<file path="src/game_pkg.sv">
// ==========================================================================
// Shared definitions for the ROM subsystem of the arcade board:
// SDRAM geometry, ROM region offsets, download map for the PROMs,
// core reset hold time, arbiter client and state enums
// ==========================================================================

package game_pkg;

    // SDRAM geometry, word addressed, 32-bit reads
    localparam int SDRAM_AW = 22;
    localparam int SDRAM_DW = 32;

    // Client address widths (main and sound in bytes, char in halfwords)
    localparam int MAIN_AW = 16;
    localparam int SND_AW  = 15;
    localparam int CHAR_AW = 14;

    // ROM regions sit back to back, offsets in 32-bit words
    localparam logic [SDRAM_AW-1:0] MAIN_OFFSET = '0;
    localparam logic [SDRAM_AW-1:0] SND_OFFSET  = MAIN_OFFSET + (1 << (MAIN_AW - 2));
    localparam logic [SDRAM_AW-1:0] CHAR_OFFSET = SND_OFFSET + (1 << (SND_AW - 2));

    // Download bytes from here on go to the PROMs, 256 bytes each
    localparam logic [21:0] PROM_START = 22'h02_0000;
    localparam int          PROM_COUNT = 6;

    // Core reset is held this many cycles after the download ends
    localparam int RST_HOLD = 2;
    localparam int RST_CW   = $clog2(RST_HOLD + 1);

    typedef enum logic [1:0] {
        CLI_MAIN,
        CLI_SND,
        CLI_CHAR
    } client_e;

    // One arbiter input per client
    localparam int NUM_CLI = int'(CLI_CHAR) + 1;

    typedef enum logic [1:0] {
        ARB_IDLE,
        ARB_WAIT_ACK,
        ARB_WAIT_DATA
    } arb_state_e;

endpackage

</file>
<file path="src/clk_en_gen.sv">
// ==========================================================================
// Clock enable generator: one-cycle strobes at 1/2, 1/4 and 1/8 of clk,
// all aligned on counter value zero
// ==========================================================================

module clk_en_gen (
    input  logic clk,
    input  logic arst_n,
    output logic cen12,
    output logic cen6,
    output logic cen3
);

    logic [2:0] cnt;

    always_ff @(posedge clk or negedge arst_n) begin
        if (!arst_n) begin
            cnt   <= 3'd0;
            cen12 <= 1'b0;
            cen6  <= 1'b0;
            cen3  <= 1'b0;
        end else begin
            cnt   <= cnt + 3'd1;
            // Strobes registered from the count, so they line up
            cen12 <= (cnt[0]   == 1'b0);
            cen6  <= (cnt[1:0] == 2'd0);
            cen3  <= (cnt      == 3'd0);
        end
    end

endmodule

</file>
<file path="src/rom_reader.sv">
// ==========================================================================
// ROM client with a single 32-bit word cache
// Hits answer combinationally, misses request a refill through the
// arbiter using valid/ready and wait for the one-cycle response
// ==========================================================================

module rom_reader import game_pkg::*; #(
    parameter  int AW  = 16,
    parameter  int DW  = 8,
    localparam int LW  = (DW == 8) ? 2 : 1,
    localparam int WAW = AW - LW
) (
    input  logic                clk,
    input  logic                arst_n,
    input  logic                flush,
    input  logic                cs,
    input  logic [AW-1:0]       addr,
    output logic [DW-1:0]       data,
    output logic                ok,
    output logic                rd_valid,
    output logic [WAW-1:0]      rd_word,
    input  logic                rd_ready,
    input  logic                rsp_valid,
    input  logic [SDRAM_DW-1:0] rsp_data
);

    logic [SDRAM_DW-1:0] cache_word;
    logic [WAW-1:0]      cache_tag;
    logic                cache_vld;
    logic                wait_rsp;
    logic                stale;
    logic [WAW-1:0]      addr_word;
    logic [LW-1:0]       lane;
    logic                hit;
    logic                busy;
    logic                start_miss;

    assign addr_word  = addr[AW-1:LW];
    assign lane       = addr[LW-1:0];
    assign hit        = cache_vld && (cache_tag == addr_word);
    assign busy       = rd_valid || wait_rsp;
    assign start_miss = cs && !hit && !busy;

    // Little-endian lane select
    assign data = cache_word[lane*DW +: DW];
    assign ok   = cs && hit;

    always_ff @(posedge clk or negedge arst_n) begin
        if (!arst_n) begin
            cache_vld <= 1'b0;
            rd_valid  <= 1'b0;
            wait_rsp  <= 1'b0;
            stale     <= 1'b0;
        end else begin
            if (flush) begin
                cache_vld <= 1'b0;
            end
            // A refill already granted before the flush brings old data
            if (flush && wait_rsp) begin
                stale <= 1'b1;
            end
            if (rd_valid && rd_ready) begin
                rd_valid <= 1'b0;
                wait_rsp <= 1'b1;
            end else if (start_miss) begin
                rd_valid <= 1'b1;
            end
            if (rsp_valid) begin
                wait_rsp  <= 1'b0;
                stale     <= 1'b0;
                cache_vld <= !flush && !stale;
            end
        end
    end

    always_ff @(posedge clk) begin
        if (start_miss) begin
            rd_word <= addr_word;
        end
        if (rsp_valid) begin
            cache_word <= rsp_data;
            cache_tag  <= rd_word;
        end
    end

endmodule

</file>
<file path="src/sdram_arbiter.sv">
// ==========================================================================
// Round-robin arbiter of the ROM readers onto the single SDRAM port
// Adds the region offset of the granted client and routes the returned
// word back to it as a one-cycle response
// ==========================================================================

module sdram_arbiter import game_pkg::*; (
    input  logic                clk,
    input  logic                arst_n,
    input  logic                downloading,
    input  logic [NUM_CLI-1:0]  rd_valid,
    input  logic [MAIN_AW-3:0]  rd_word_main,
    input  logic [SND_AW-3:0]   rd_word_snd,
    input  logic [CHAR_AW-2:0]  rd_word_char,
    output logic [NUM_CLI-1:0]  rd_ready,
    output logic [NUM_CLI-1:0]  rsp_valid,
    output logic [SDRAM_DW-1:0] rsp_data,
    output logic                sdram_req,
    output logic [SDRAM_AW-1:0] sdram_addr,
    input  logic                sdram_ack,
    input  logic                data_rdy,
    input  logic [SDRAM_DW-1:0] data_read
);

    arb_state_e          state;
    client_e             cur_cli;
    client_e             last_cli;
    client_e             pick;
    logic                pick_vld;
    logic                grant;
    logic [SDRAM_AW-1:0] next_addr;

    // Search starts just after the client served last
    always_comb begin
        int idx;
        pick_vld = 1'b0;
        pick     = last_cli;
        for (int i = 1; i <= NUM_CLI; i++) begin
            idx = (int'(last_cli) + i) % NUM_CLI;
            if (!pick_vld && rd_valid[idx]) begin
                pick_vld = 1'b1;
                pick     = client_e'(idx);
            end
        end
    end

    assign grant    = (state == ARB_IDLE) && !downloading && pick_vld;
    assign rd_ready = grant ? (NUM_CLI'(1) << pick) : '0;

    always_comb begin
        case (pick)
            CLI_SND:  next_addr = SND_OFFSET + SDRAM_AW'(rd_word_snd);
            CLI_CHAR: next_addr = CHAR_OFFSET + SDRAM_AW'(rd_word_char);
            default:  next_addr = MAIN_OFFSET + SDRAM_AW'(rd_word_main);
        endcase
    end

    always_ff @(posedge clk or negedge arst_n) begin
        if (!arst_n) begin
            state     <= ARB_IDLE;
            sdram_req <= 1'b0;
            rsp_valid <= '0;
            cur_cli   <= CLI_MAIN;
            last_cli  <= CLI_CHAR;
        end else begin
            rsp_valid <= '0;
            case (state)
                ARB_IDLE: begin
                    if (grant) begin
                        sdram_req <= 1'b1;
                        cur_cli   <= pick;
                        last_cli  <= pick;
                        state     <= ARB_WAIT_ACK;
                    end
                end
                ARB_WAIT_ACK: begin
                    if (sdram_ack) begin
                        sdram_req <= 1'b0;
                        state     <= ARB_WAIT_DATA;
                    end
                end
                ARB_WAIT_DATA: begin
                    if (data_rdy) begin
                        rsp_valid <= NUM_CLI'(1) << cur_cli;
                        state     <= ARB_IDLE;
                    end
                end
                default: state <= ARB_IDLE;
            endcase
        end
    end

    always_ff @(posedge clk) begin
        if (grant) begin
            sdram_addr <= next_addr;
        end
        if (state == ARB_WAIT_DATA && data_rdy) begin
            rsp_data <= data_read;
        end
    end

endmodule

</file>
<file path="src/rom_loader.sv">
// ==========================================================================
// ROM download loader
// Byte stream to SDRAM halfword programming writes or PROM strobes,
// plus the game core reset held across the download
// ==========================================================================

module rom_loader import game_pkg::*; (
    input  logic                  clk,
    input  logic                  arst_n,
    input  logic                  downloading,
    input  logic [21:0]           ioctl_addr,
    input  logic [7:0]            ioctl_data,
    input  logic                  ioctl_wr,
    output logic [21:0]           prog_addr,
    output logic [7:0]            prog_data,
    output logic [1:0]            prog_mask,
    output logic                  prog_we,
    output logic [PROM_COUNT-1:0] prom_we,
    output logic                  core_rst
);

    logic              wr_en;
    logic              is_prom;
    logic [21:0]       prom_off;
    logic [13:0]       prom_idx;
    logic [RST_CW-1:0] rst_cnt;

    assign wr_en    = downloading && ioctl_wr;
    assign is_prom  = ioctl_addr >= PROM_START;
    assign prom_off = ioctl_addr - PROM_START;
    assign prom_idx = prom_off[21:8];

    always_ff @(posedge clk or negedge arst_n) begin
        if (!arst_n) begin
            prog_we <= 1'b0;
            prom_we <= '0;
        end else begin
            prog_we <= wr_en && !is_prom;
            // Addresses past the last PROM are dropped
            if (wr_en && is_prom && prom_idx < 14'(PROM_COUNT)) begin
                prom_we <= PROM_COUNT'(1) << prom_idx;
            end else begin
                prom_we <= '0;
            end
        end
    end

    always_ff @(posedge clk) begin
        if (wr_en) begin
            prog_data <= ioctl_data;
            if (is_prom) begin
                prog_addr <= {14'd0, ioctl_addr[7:0]};
                prog_mask <= 2'b11;
            end else begin
                prog_addr <= {1'b0, ioctl_addr[21:1]};
                // Active low byte enables, even byte is the low half
                prog_mask <= ioctl_addr[0] ? 2'b01 : 2'b10;
            end
        end
    end

    always_ff @(posedge clk or negedge arst_n) begin
        if (!arst_n) begin
            core_rst <= 1'b1;
            rst_cnt  <= '0;
        end else if (downloading) begin
            core_rst <= 1'b1;
            rst_cnt  <= '0;
        end else if (core_rst) begin
            if (rst_cnt == RST_CW'(RST_HOLD - 1)) begin
                core_rst <= 1'b0;
            end else begin
                rst_cnt <= rst_cnt + 1'b1;
            end
        end
    end

endmodule

</file>
<file path="src/game_rom_sys.sv">
// ==========================================================================
// ROM subsystem top: clock enables, main/sound/char ROM readers,
// SDRAM arbiter and download loader
// ==========================================================================

module game_rom_sys import game_pkg::*; (
    input  logic                  clk,
    input  logic                  arst_n,
    output logic                  cen12,
    output logic                  cen6,
    output logic                  cen3,
    output logic                  core_rst,
    // SDRAM port
    output logic                  sdram_req,
    output logic [SDRAM_AW-1:0]   sdram_addr,
    input  logic                  sdram_ack,
    input  logic                  data_rdy,
    input  logic [SDRAM_DW-1:0]   data_read,
    // Download
    input  logic                  downloading,
    input  logic [21:0]           ioctl_addr,
    input  logic [7:0]            ioctl_data,
    input  logic                  ioctl_wr,
    output logic [21:0]           prog_addr,
    output logic [7:0]            prog_data,
    output logic [1:0]            prog_mask,
    output logic                  prog_we,
    output logic [PROM_COUNT-1:0] prom_we,
    // ROM readers
    input  logic                  main_cs,
    input  logic [MAIN_AW-1:0]    main_addr,
    output logic [7:0]            main_data,
    output logic                  main_ok,
    input  logic                  snd_cs,
    input  logic [SND_AW-1:0]     snd_addr,
    output logic [7:0]            snd_data,
    output logic                  snd_ok,
    input  logic                  char_cs,
    input  logic [CHAR_AW-1:0]    char_addr,
    output logic [15:0]           char_data,
    output logic                  char_ok
);

    logic [NUM_CLI-1:0]  rd_valid;
    logic [NUM_CLI-1:0]  rd_ready;
    logic [NUM_CLI-1:0]  rsp_valid;
    logic [SDRAM_DW-1:0] rsp_data;
    logic [MAIN_AW-3:0]  rd_word_main;
    logic [SND_AW-3:0]   rd_word_snd;
    logic [CHAR_AW-2:0]  rd_word_char;

    clk_en_gen u_cen (
        .clk    ( clk    ),
        .arst_n ( arst_n ),
        .cen12  ( cen12  ),
        .cen6   ( cen6   ),
        .cen3   ( cen3   )
    );

    rom_reader #(.AW(MAIN_AW), .DW(8)) u_main (
        .clk       ( clk                 ),
        .arst_n    ( arst_n              ),
        .flush     ( downloading         ),
        .cs        ( main_cs             ),
        .addr      ( main_addr           ),
        .data      ( main_data           ),
        .ok        ( main_ok             ),
        .rd_valid  ( rd_valid[CLI_MAIN]  ),
        .rd_word   ( rd_word_main        ),
        .rd_ready  ( rd_ready[CLI_MAIN]  ),
        .rsp_valid ( rsp_valid[CLI_MAIN] ),
        .rsp_data  ( rsp_data            )
    );

    rom_reader #(.AW(SND_AW), .DW(8)) u_snd (
        .clk       ( clk                ),
        .arst_n    ( arst_n             ),
        .flush     ( downloading        ),
        .cs        ( snd_cs             ),
        .addr      ( snd_addr           ),
        .data      ( snd_data           ),
        .ok        ( snd_ok             ),
        .rd_valid  ( rd_valid[CLI_SND]  ),
        .rd_word   ( rd_word_snd        ),
        .rd_ready  ( rd_ready[CLI_SND]  ),
        .rsp_valid ( rsp_valid[CLI_SND] ),
        .rsp_data  ( rsp_data           )
    );

    rom_reader #(.AW(CHAR_AW), .DW(16)) u_char (
        .clk       ( clk                 ),
        .arst_n    ( arst_n              ),
        .flush     ( downloading         ),
        .cs        ( char_cs             ),
        .addr      ( char_addr           ),
        .data      ( char_data           ),
        .ok        ( char_ok             ),
        .rd_valid  ( rd_valid[CLI_CHAR]  ),
        .rd_word   ( rd_word_char        ),
        .rd_ready  ( rd_ready[CLI_CHAR]  ),
        .rsp_valid ( rsp_valid[CLI_CHAR] ),
        .rsp_data  ( rsp_data            )
    );

    sdram_arbiter u_arb (
        .clk          ( clk          ),
        .arst_n       ( arst_n       ),
        .downloading  ( downloading  ),
        .rd_valid     ( rd_valid     ),
        .rd_word_main ( rd_word_main ),
        .rd_word_snd  ( rd_word_snd  ),
        .rd_word_char ( rd_word_char ),
        .rd_ready     ( rd_ready     ),
        .rsp_valid    ( rsp_valid    ),
        .rsp_data     ( rsp_data     ),
        .sdram_req    ( sdram_req    ),
        .sdram_addr   ( sdram_addr   ),
        .sdram_ack    ( sdram_ack    ),
        .data_rdy     ( data_rdy     ),
        .data_read    ( data_read    )
    );

    rom_loader u_loader (
        .clk         ( clk         ),
        .arst_n      ( arst_n      ),
        .downloading ( downloading ),
        .ioctl_addr  ( ioctl_addr  ),
        .ioctl_data  ( ioctl_data  ),
        .ioctl_wr    ( ioctl_wr    ),
        .prog_addr   ( prog_addr   ),
        .prog_data   ( prog_data   ),
        .prog_mask   ( prog_mask   ),
        .prog_we     ( prog_we     ),
        .prom_we     ( prom_we     ),
        .core_rst    ( core_rst    )
    );

endmodule

</file>
<file path="config.mk">
export PLATFORM = sky130hd
export DESIGN_NAME = game_rom_sys
export DESIGN_NICKNAME = d
export VERILOG_FILES = /design/src/game_pkg.sv /design/src/clk_en_gen.sv /design/src/rom_reader.sv /design/src/sdram_arbiter.sv /design/src/rom_loader.sv /design/src/game_rom_sys.sv
export SDC_FILE = /design/constraint.sdc
export NUM_CORES = 1
export LEC_CHECK = 0
export BUFFER_PORTS_ARGS = -buffer_cell sky130_fd_sc_hd__buf_2
export CELL_PAD_IN_SITES_DETAIL_PLACEMENT = 1
export CELL_PAD_IN_SITES_GLOBAL_PLACEMENT = 2
export CORE_MARGIN = 2
export CORE_UTILIZATION = 40
export DETAILED_ROUTE_END_ITERATION = 10
export PLACE_DENSITY = 0.76
export SLEW_MARGIN = 5
export SYNTH_ARGS = -nofsm -noshare
export SYNTH_HDL_FRONTEND = slang
export SYNTH_SLANG_ARGS = --single-unit
export TNS_END_PERCENT = 20
</file>
<file path="constraint.sdc">
create_clock -name clk -period 3.5 [get_ports clk]
set_input_delay 0 -clock clk [delete_from_list [all_inputs] [get_ports clk]]
set_output_delay 0 -clock clk [all_outputs]
set_load 0.1 [all_outputs]
</file>
# Yosys cells after proc, flatten, opt, wreduce, memory -nomap -nowiden
# Index checks and enable logic that the tools add are counted.
[word_totals]
reg_bits = 300
latchBits = 0
mem_bits_rw = 0
romBits = 0
in_bits = 116
out_inout_bits = 101
elab_cells = 199
memories = 0
[classes]
addsub = 8
multipliers = 0
div = 3
magnitude_cmp = 5
n_eq_ne = 12
shift = 6
mux = 57
bitwise = 1
reduce_logical = 67
[op_table]
columns = ["cell", "count"]
rows = [
  ["$lt 32x4->1 const B", 3],
  ["$mod 32x3->32 const B", 3],
  ["$shiftx 32x6->8", 2],
  ["$pmux 22 s2", 1],
  ["$mux 1", 36],
  ["$add 15x13->16 const A", 2],
  ["$shiftx 32x6->16", 1],
  ["$logic_and 1x1->1", 30],
  ["$reduce_bool 2->1", 14],
  ["$eq 13x13->1", 2],
  ["$ge 22x18->1 const B", 1],
  ["$sub 22x18->22 const B", 1],
  ["$mux 2", 10],
  ["$eq 14x14->1", 1],
  ["$lt 14x3->1 const B", 1],
  ["$shl 1x14->6 const A", 1],
  ["$logic_not 1->1", 13],
  ["$mux 3", 3],
  ["$mux 8", 1],
  ["$add 2x2->3 const B", 2],
  ["$bmux 1 s2", 3],
  ["$eq 2x1->1 const B", 3],
  ["$mux 6", 1],
  ["$ne 2x2->1 const B", 3],
  ["14 further kinds", 21],
]

# Longest topological paths before layout
[logic_depth]
ltp_word = 17
depth_mapped = 11
depth_no_buf = 11

# Hierarchy
# A second synthesis with hierarchy kept.
[unflattened]
hier_cells = 615
hier_area_um2 = 11026.8
[by_module_without_submodules]
columns = ["mod", "instances", "cells_per_inst", "area_each_um2", "seq_area_each_um2"]
rows = [
  ["sdram_arbiter", 1, 180, 2417.3, 1637.8],
  ["rom_reader at u_main", 1, 105, 2306.0, 1901.8],
  ["rom_reader at u_char", 1, 109, 2240.9, 1841.8],
  ["rom_reader at u_snd", 1, 101, 2239.6, 1841.8],
  ["rom_loader", 1, 109, 1650.3, 1182.4],
  ["clk_en_gen", 1, 11, 172.7, 125.1],
]

# Worst setup path after synthesis
# No wires, ideal clock.
[synth_timing]
path_kind = "register -> register"
start = "reg u_arb.last_cli[1]"
end = "reg u_arb.sdram_addr[10], data pin"
setup_time_ns = 0.268
arrival_ns = 2.686
required_ns = 3.232
slack_ns = 0.546
path_stages_with_launch = 11
path_buffers = 2
synth_period_minus_slack_ns = 2.954
cell_sequence = "dfstp_2 -> inv_1 -> ha_1 -> a22o_1 -> a211o_1 -> a22o_1 -> a32o_1 -> ha_1 -> clkbuf_1 -> clkbuf_1 -> o21ai_0"
[synth_between]
elab_chain_len = 14
word_cells_on_any_way = 27
cone_classes = "add/sub: 3; div: 3; eq/ne: 2; mux: 15; reduce/logical: 4"
[synth_lines]
columns = ["item", "line", "rtl"]
rows = [
  ["start, declared", "sdram_arbiter.sv:27", "client_e last_cli;"],
  ["start signal, assigned", "sdram_arbiter.sv:72", "last_cli <= pick;"],
  ["$add 2x1->3", "sdram_arbiter.sv:39", "idx = (int'(last_cli) + i) % NUM_CLI;"],
  ["$mod 32x3->32", "sdram_arbiter.sv:39", ""],
  ["$bmux 1 s2", "sdram_arbiter.sv:40", "if (!pick_vld && rd_valid[idx]) begin"],
  ["$mux 1 (implied by the code) (2 in a row)", "sdram_arbiter.sv:40", ""],
  ["$mux 1", "sdram_arbiter.sv:40", ""],
  ["$logic_not 1->1", "sdram_arbiter.sv:40", ""],
  ["$logic_and 1x1->1", "sdram_arbiter.sv:40", ""],
  ["$mux 1", "sdram_arbiter.sv:40", ""],
  ["$logic_not 1->1", "sdram_arbiter.sv:40", ""],
  ["$logic_and 1x1->1", "sdram_arbiter.sv:40", ""],
  ["$mux 2 (*)", "sdram_arbiter.sv:40", ""],
  ["net u_arb.pick[1]", "sdram_arbiter.sv:28", "client_e pick;"],
  ["$eq 2x2->1 / $eq 2x1->1 (equally long branches)", "sdram_arbiter.sv:51", "case (pick)"],
  ["$pmux 22 s2 (*)", "sdram_arbiter.sv:51", ""],
  ["net u_arb.next_addr[10]", "sdram_arbiter.sv:31", "logic [SDRAM_AW-1:0] next_addr;"],
  ["end signal, assigned", "sdram_arbiter.sv:95", "sdram_addr <= next_addr;"],
  ["end, declared", "sdram_arbiter.sv:19", "output logic [SDRAM_AW-1:0] sdram_addr,"],
]
# The timed path passes the listed nets; every way through them passes the cells marked *. The select of a mux whose other input is x is not followed.
# A chain may end at the register's enable or synchronous reset.

# Worst setup path in the final report
[layout_timing]
start = "reg u_arb.last_cli[1]"
end = "reg u_arb.sdram_addr[11], data pin"
[layout_between]
elab_chain_len = 14
word_cells_on_any_way = 27
cone_classes = "add/sub: 3; div: 3; eq/ne: 2; mux: 15; reduce/logical: 4"
[layout_lines]
columns = ["item", "line"]
rows = [
  ["$add 2x1->3", "sdram_arbiter.sv:39"],
  ["$mod 32x3->32", "sdram_arbiter.sv:39"],
  ["$bmux 1 s2", "sdram_arbiter.sv:40"],
  ["$mux 1 (implied by the code) (2 in a row)", "sdram_arbiter.sv:40"],
  ["$mux 1", "sdram_arbiter.sv:40"],
  ["$logic_not 1->1", "sdram_arbiter.sv:40"],
  ["$logic_and 1x1->1", "sdram_arbiter.sv:40"],
  ["$mux 1", "sdram_arbiter.sv:40"],
  ["$logic_not 1->1", "sdram_arbiter.sv:40"],
  ["$logic_and 1x1->1", "sdram_arbiter.sv:40"],
  ["$mux 2 (*)", "sdram_arbiter.sv:40"],
  ["$eq 2x2->1 / $eq 2x1->1 (equally long branches)", "sdram_arbiter.sv:51"],
  ["$pmux 22 s2 (*)", "sdram_arbiter.sv:51"],
  ["net u_arb.next_addr[11]", "sdram_arbiter.sv:31"],
]
# Marks and branches as above.

==> qor.csv <==
stage,metric,value,unit
cells_and_area,area.sequential,0.00853,mm2
sta,fin_crit_sh,0.887,
floorplanning,fp.dieArea,0.0289,mm2
power,ir_drop,0.000540,V
worst_setup_path,critPathMaxFanout,14,
logic_synthesis,syn-cell-area,0.0110,mm2
logic_synthesis,ys.flop_type,edfxtp_1,
placement,pre_cts_slack,0.404,ns
floorplanning,ios,217,
logic_synthesis,synth_area_leaders,"edfxtp_1 (69%), dfrtp_1 (7.7%), mux4_2 (3.3%)",
sta,tightestPinTransition,1.28,ns
placement,gp_congestion,0.814,
route,ant_nets,0,
clock_tree,cts_buffers,34,
sta,setup_slack,0.396,ns
worst_setup_path,crit_path_start_kind,flop,
cells_and_area,fin_util,0.540,
logic_synthesis,yosysMostFrequentCell,edfxtp_1,
global_routing,grt.total_usage,0.193,
flow_run,drv_cap,0,
placement,port_buffers,208,
floorplanning,die_y,170,um
route,drt_pre_antenna_iters,4,
global_routing,grt_pass1_wl,42.4,mm
logic_synthesis,yosysWarnings,0,
cells_and_area,multi_input_area,0.00236,mm2
clock_tree,cts_buffer_depth,3,
sta,period_needed,3.10,ns
route,vias,6702,
global_routing,grt_pass1_vias,7525,
floorplanning,core,0.0270,mm2
clock_tree,cts_max_level,2,
global_routing,grt.overflow.total,0,
sta,hold_viol_final,0,
logic_synthesis,synth_edf_count,254,
cells_and_area,fin_area,0.0146,mm2
cells_and_area,drive_gt1_frac,0.312,
global_routing,antenna_found_initial,0,
route,wire_per_inst,21.0,um
sta,skew,0.0245,ns
floorplanning,start_util,0.408,
logic_synthesis,synthTopCellsByCount,"edfxtp_1 (254), xnor2_1 (41), dfrtp_1 (34), nand2_1 (29), mux2_2 (25)",
clock_tree,clkSinkCount,290,
min_path,hold_depth,5,
clock_tree,cts_tree,yes,
sta,finalMaxSlewViolations,0,
route,drt-initial-drc-count,340,
cells_and_area,final_nets,1087,
logic_synthesis,syn_inst,608,
logic_synthesis,yosysTopAreaCellShare,0.692,
placement,dp_hpwl,18.1,mm
clock_tree,post_cts_buffers,0,
cells_and_area,area_growth,32.3,%
cells_and_area,diodes,0,
power,powerDensity,779,mW/mm2
floorplanning,die_w,170,um
logic_synthesis,synth-async-reset-ratio,0.124,
route,drcViolationCount,0,
logic_synthesis,avgSynthCellArea,18.1,um2
worst_setup_path,crit_type,flop to flop,
logic_synthesis,yosysTopAreaCell,edfxtp_1,
sta,timing.fmax,322,MHz
worst_setup_path,worst_r2r_path_depth,9,
sta,setup_viol,0,
floorplanning,core.rowCount,60,
min_path,holdCritPathClass,input pin to flop,
route,routed_wl,27.7,mm
placement,placed_area,0.0125,mm2
clock_tree,insertion_delay,0.50,ns
worst_setup_path,critPathRequiredTime,3.82,ns
logic_synthesis,ys_ff_latch,290,
clock_tree,path_clk_slew,0.05,ns
logic_synthesis,ys_seq_area_frac,0.773,
worst_setup_path,end_kind,flop,
placement,dp_cells,1151,
logic_synthesis,synth_cell_types,57,
power,leakagePower,5.40,nW
cells_and_area,fin_cells,1322,
sta,fin_hold_ws,0.0597,ns
outcome,status,completed,
route,routed_via_density,5.07,
sta,tns,0,ns
clock_tree,cts_root_buf,clkbuf_16,
global_routing,grt_max_degree,51,
worst_setup_path,cp.arrival,3.43,ns
sta,slew_headroom,0.148,
clock_tree,post_cts_resized,0,
power,finalPower,11.4,mW
cells_and_area,fillers,2578,
sta,grt_setup_unrepaired,no,
clock_tree,cts_hold_buf,113,
metal layers:
metal | vias up | share of wire | global-route usage
li1 | 3034 | - | -
met1 | 3405 | 0.39 | 0.229
met2 | 206 | 0.53 | 0.348
met3 | 57 | 0.049 | 0.0393
met4 | 0 | 0.027 | 0.0687
met5 | - | 0 | 0
placed cells by master (no fill, tap or decap), types with 5 or more instances in the layout:
cell type | Yosys | layout
xnor2_1 | 41 | 41
clkbuf_16 | 0 | 35
o21ai_0 | 16 | 16
nor2_1 | 20 | 20
nor4_1 | 5 | 5
dlygate4sd3_1 | 0 | 113
a211oi_1 | 5 | 5
nor3_1 | 5 | 5
edfxtp_1 | 254 | 254
conb_1 | 1 | 13
dfrtp_1 | 34 | 31
nor2b_1 | 6 | 6
inv_1 | 15 | 15
buf_2 | 1 | 208
mux2_2 | 25 | 25
nand4_1 | 10 | 10
and2_1 | 13 | 13
mux4_2 | 16 | 16
a22oi_1 | 15 | 15
ha_1 | 12 | 12
nand2b_1 | 5 | 5
buf_4 | 8 | 5
nand2_1 | 29 | 29
clkbuf_1 | 11 | 13
critical path, cell delays in order, from the launching register on:
cell	delay, ns
dfstp_2	0.57
inv_1	0.09
ha_1	0.28
a22o_1	0.26
a211o_1	0.36
a22o_1	0.26
a32oi_1	0.22
ha_1	0.52
a22oi_1	0.15
o21ai_0	0.23
registers in the layout, summed over array words and instances, names as in the netlist, 2 cells and up:
signal / flops
u_cen.cnt: 3
u_main.rd_word: 14
u_char.rd_word: 13
u_arb.state: 2
u_loader.prog_mask: 2
u_main.cache_word: 32
u_loader.rst_cnt: 2
u_snd.cache_word: 32
u_snd.cache_tag: 13
u_char.cache_word: 32
u_arb.rsp_valid: 3
u_arb.sdram_addr: 15
u_arb.rsp_data: 32
u_arb.last_cli: 2
u_snd.rd_word: 13
u_char.cache_tag: 13
u_loader.prom_we: 6
u_loader.prog_data: 8
u_loader.prog_addr: 21
u_main.cache_tag: 14
where the power goes:
part           leakage [nW]  switching [mW]  internal (mW)  total, mW
logic                  2.17            2.54          0.948       3.49
clock network         0.487            1.28           1.91       3.19
registers              2.74           0.288           4.39       4.68
path summary, 6_finish.rpt:
| check | slack, ns | end | startpoint |
|---|---|---|---|
| setup / recovery | 0.40 | u_arb.sdram_addr[11] | u_arb.last_cli[1] |
| max in group asynchronous | 2.77 | u_arb.rsp_valid[1] | arst_n |
| setup reg to reg | 0.40 | u_arb.sdram_addr[11] | u_arb.last_cli[1] |
| hold / removal | 0.06 | u_loader.prom_we[0] | ioctl_wr |
| hold reg to reg | 0.46 | u_main.cache_vld | u_main.stale |
| min in group asynchronous | 0.15 | u_snd.rd_valid | arst_n |
logic make-up after synthesis:
group | Yosys count | share of synthesized area
AOI/OAI and AO/OA | 68 | 0.0458
xor gates and xnor gates | 43 | 0.0341
muxes | 42 | 0.0591
buffers and inverters | 38 | 0.0164
DFF | 290 | 0.773
and+or+nand+nor | 114 | 0.0571
other | 1 | 0.000340
adders and majority gates | 12 | 0.0136
area by class of cell:
cell class | instances | share of cell area
Clock buffer | 48 | 0.0634
Clock inverter | 10 | 0.00506
Inverter | 15 | 0.00386
Multi-Input combinational cell | 292 | 0.162
Sequential cell | 290 | 0.585
Tap cell | 341 | 0.0292
Timing Repair Buffer | 326 | 0.151
Power figures use the tool's default switching activity.
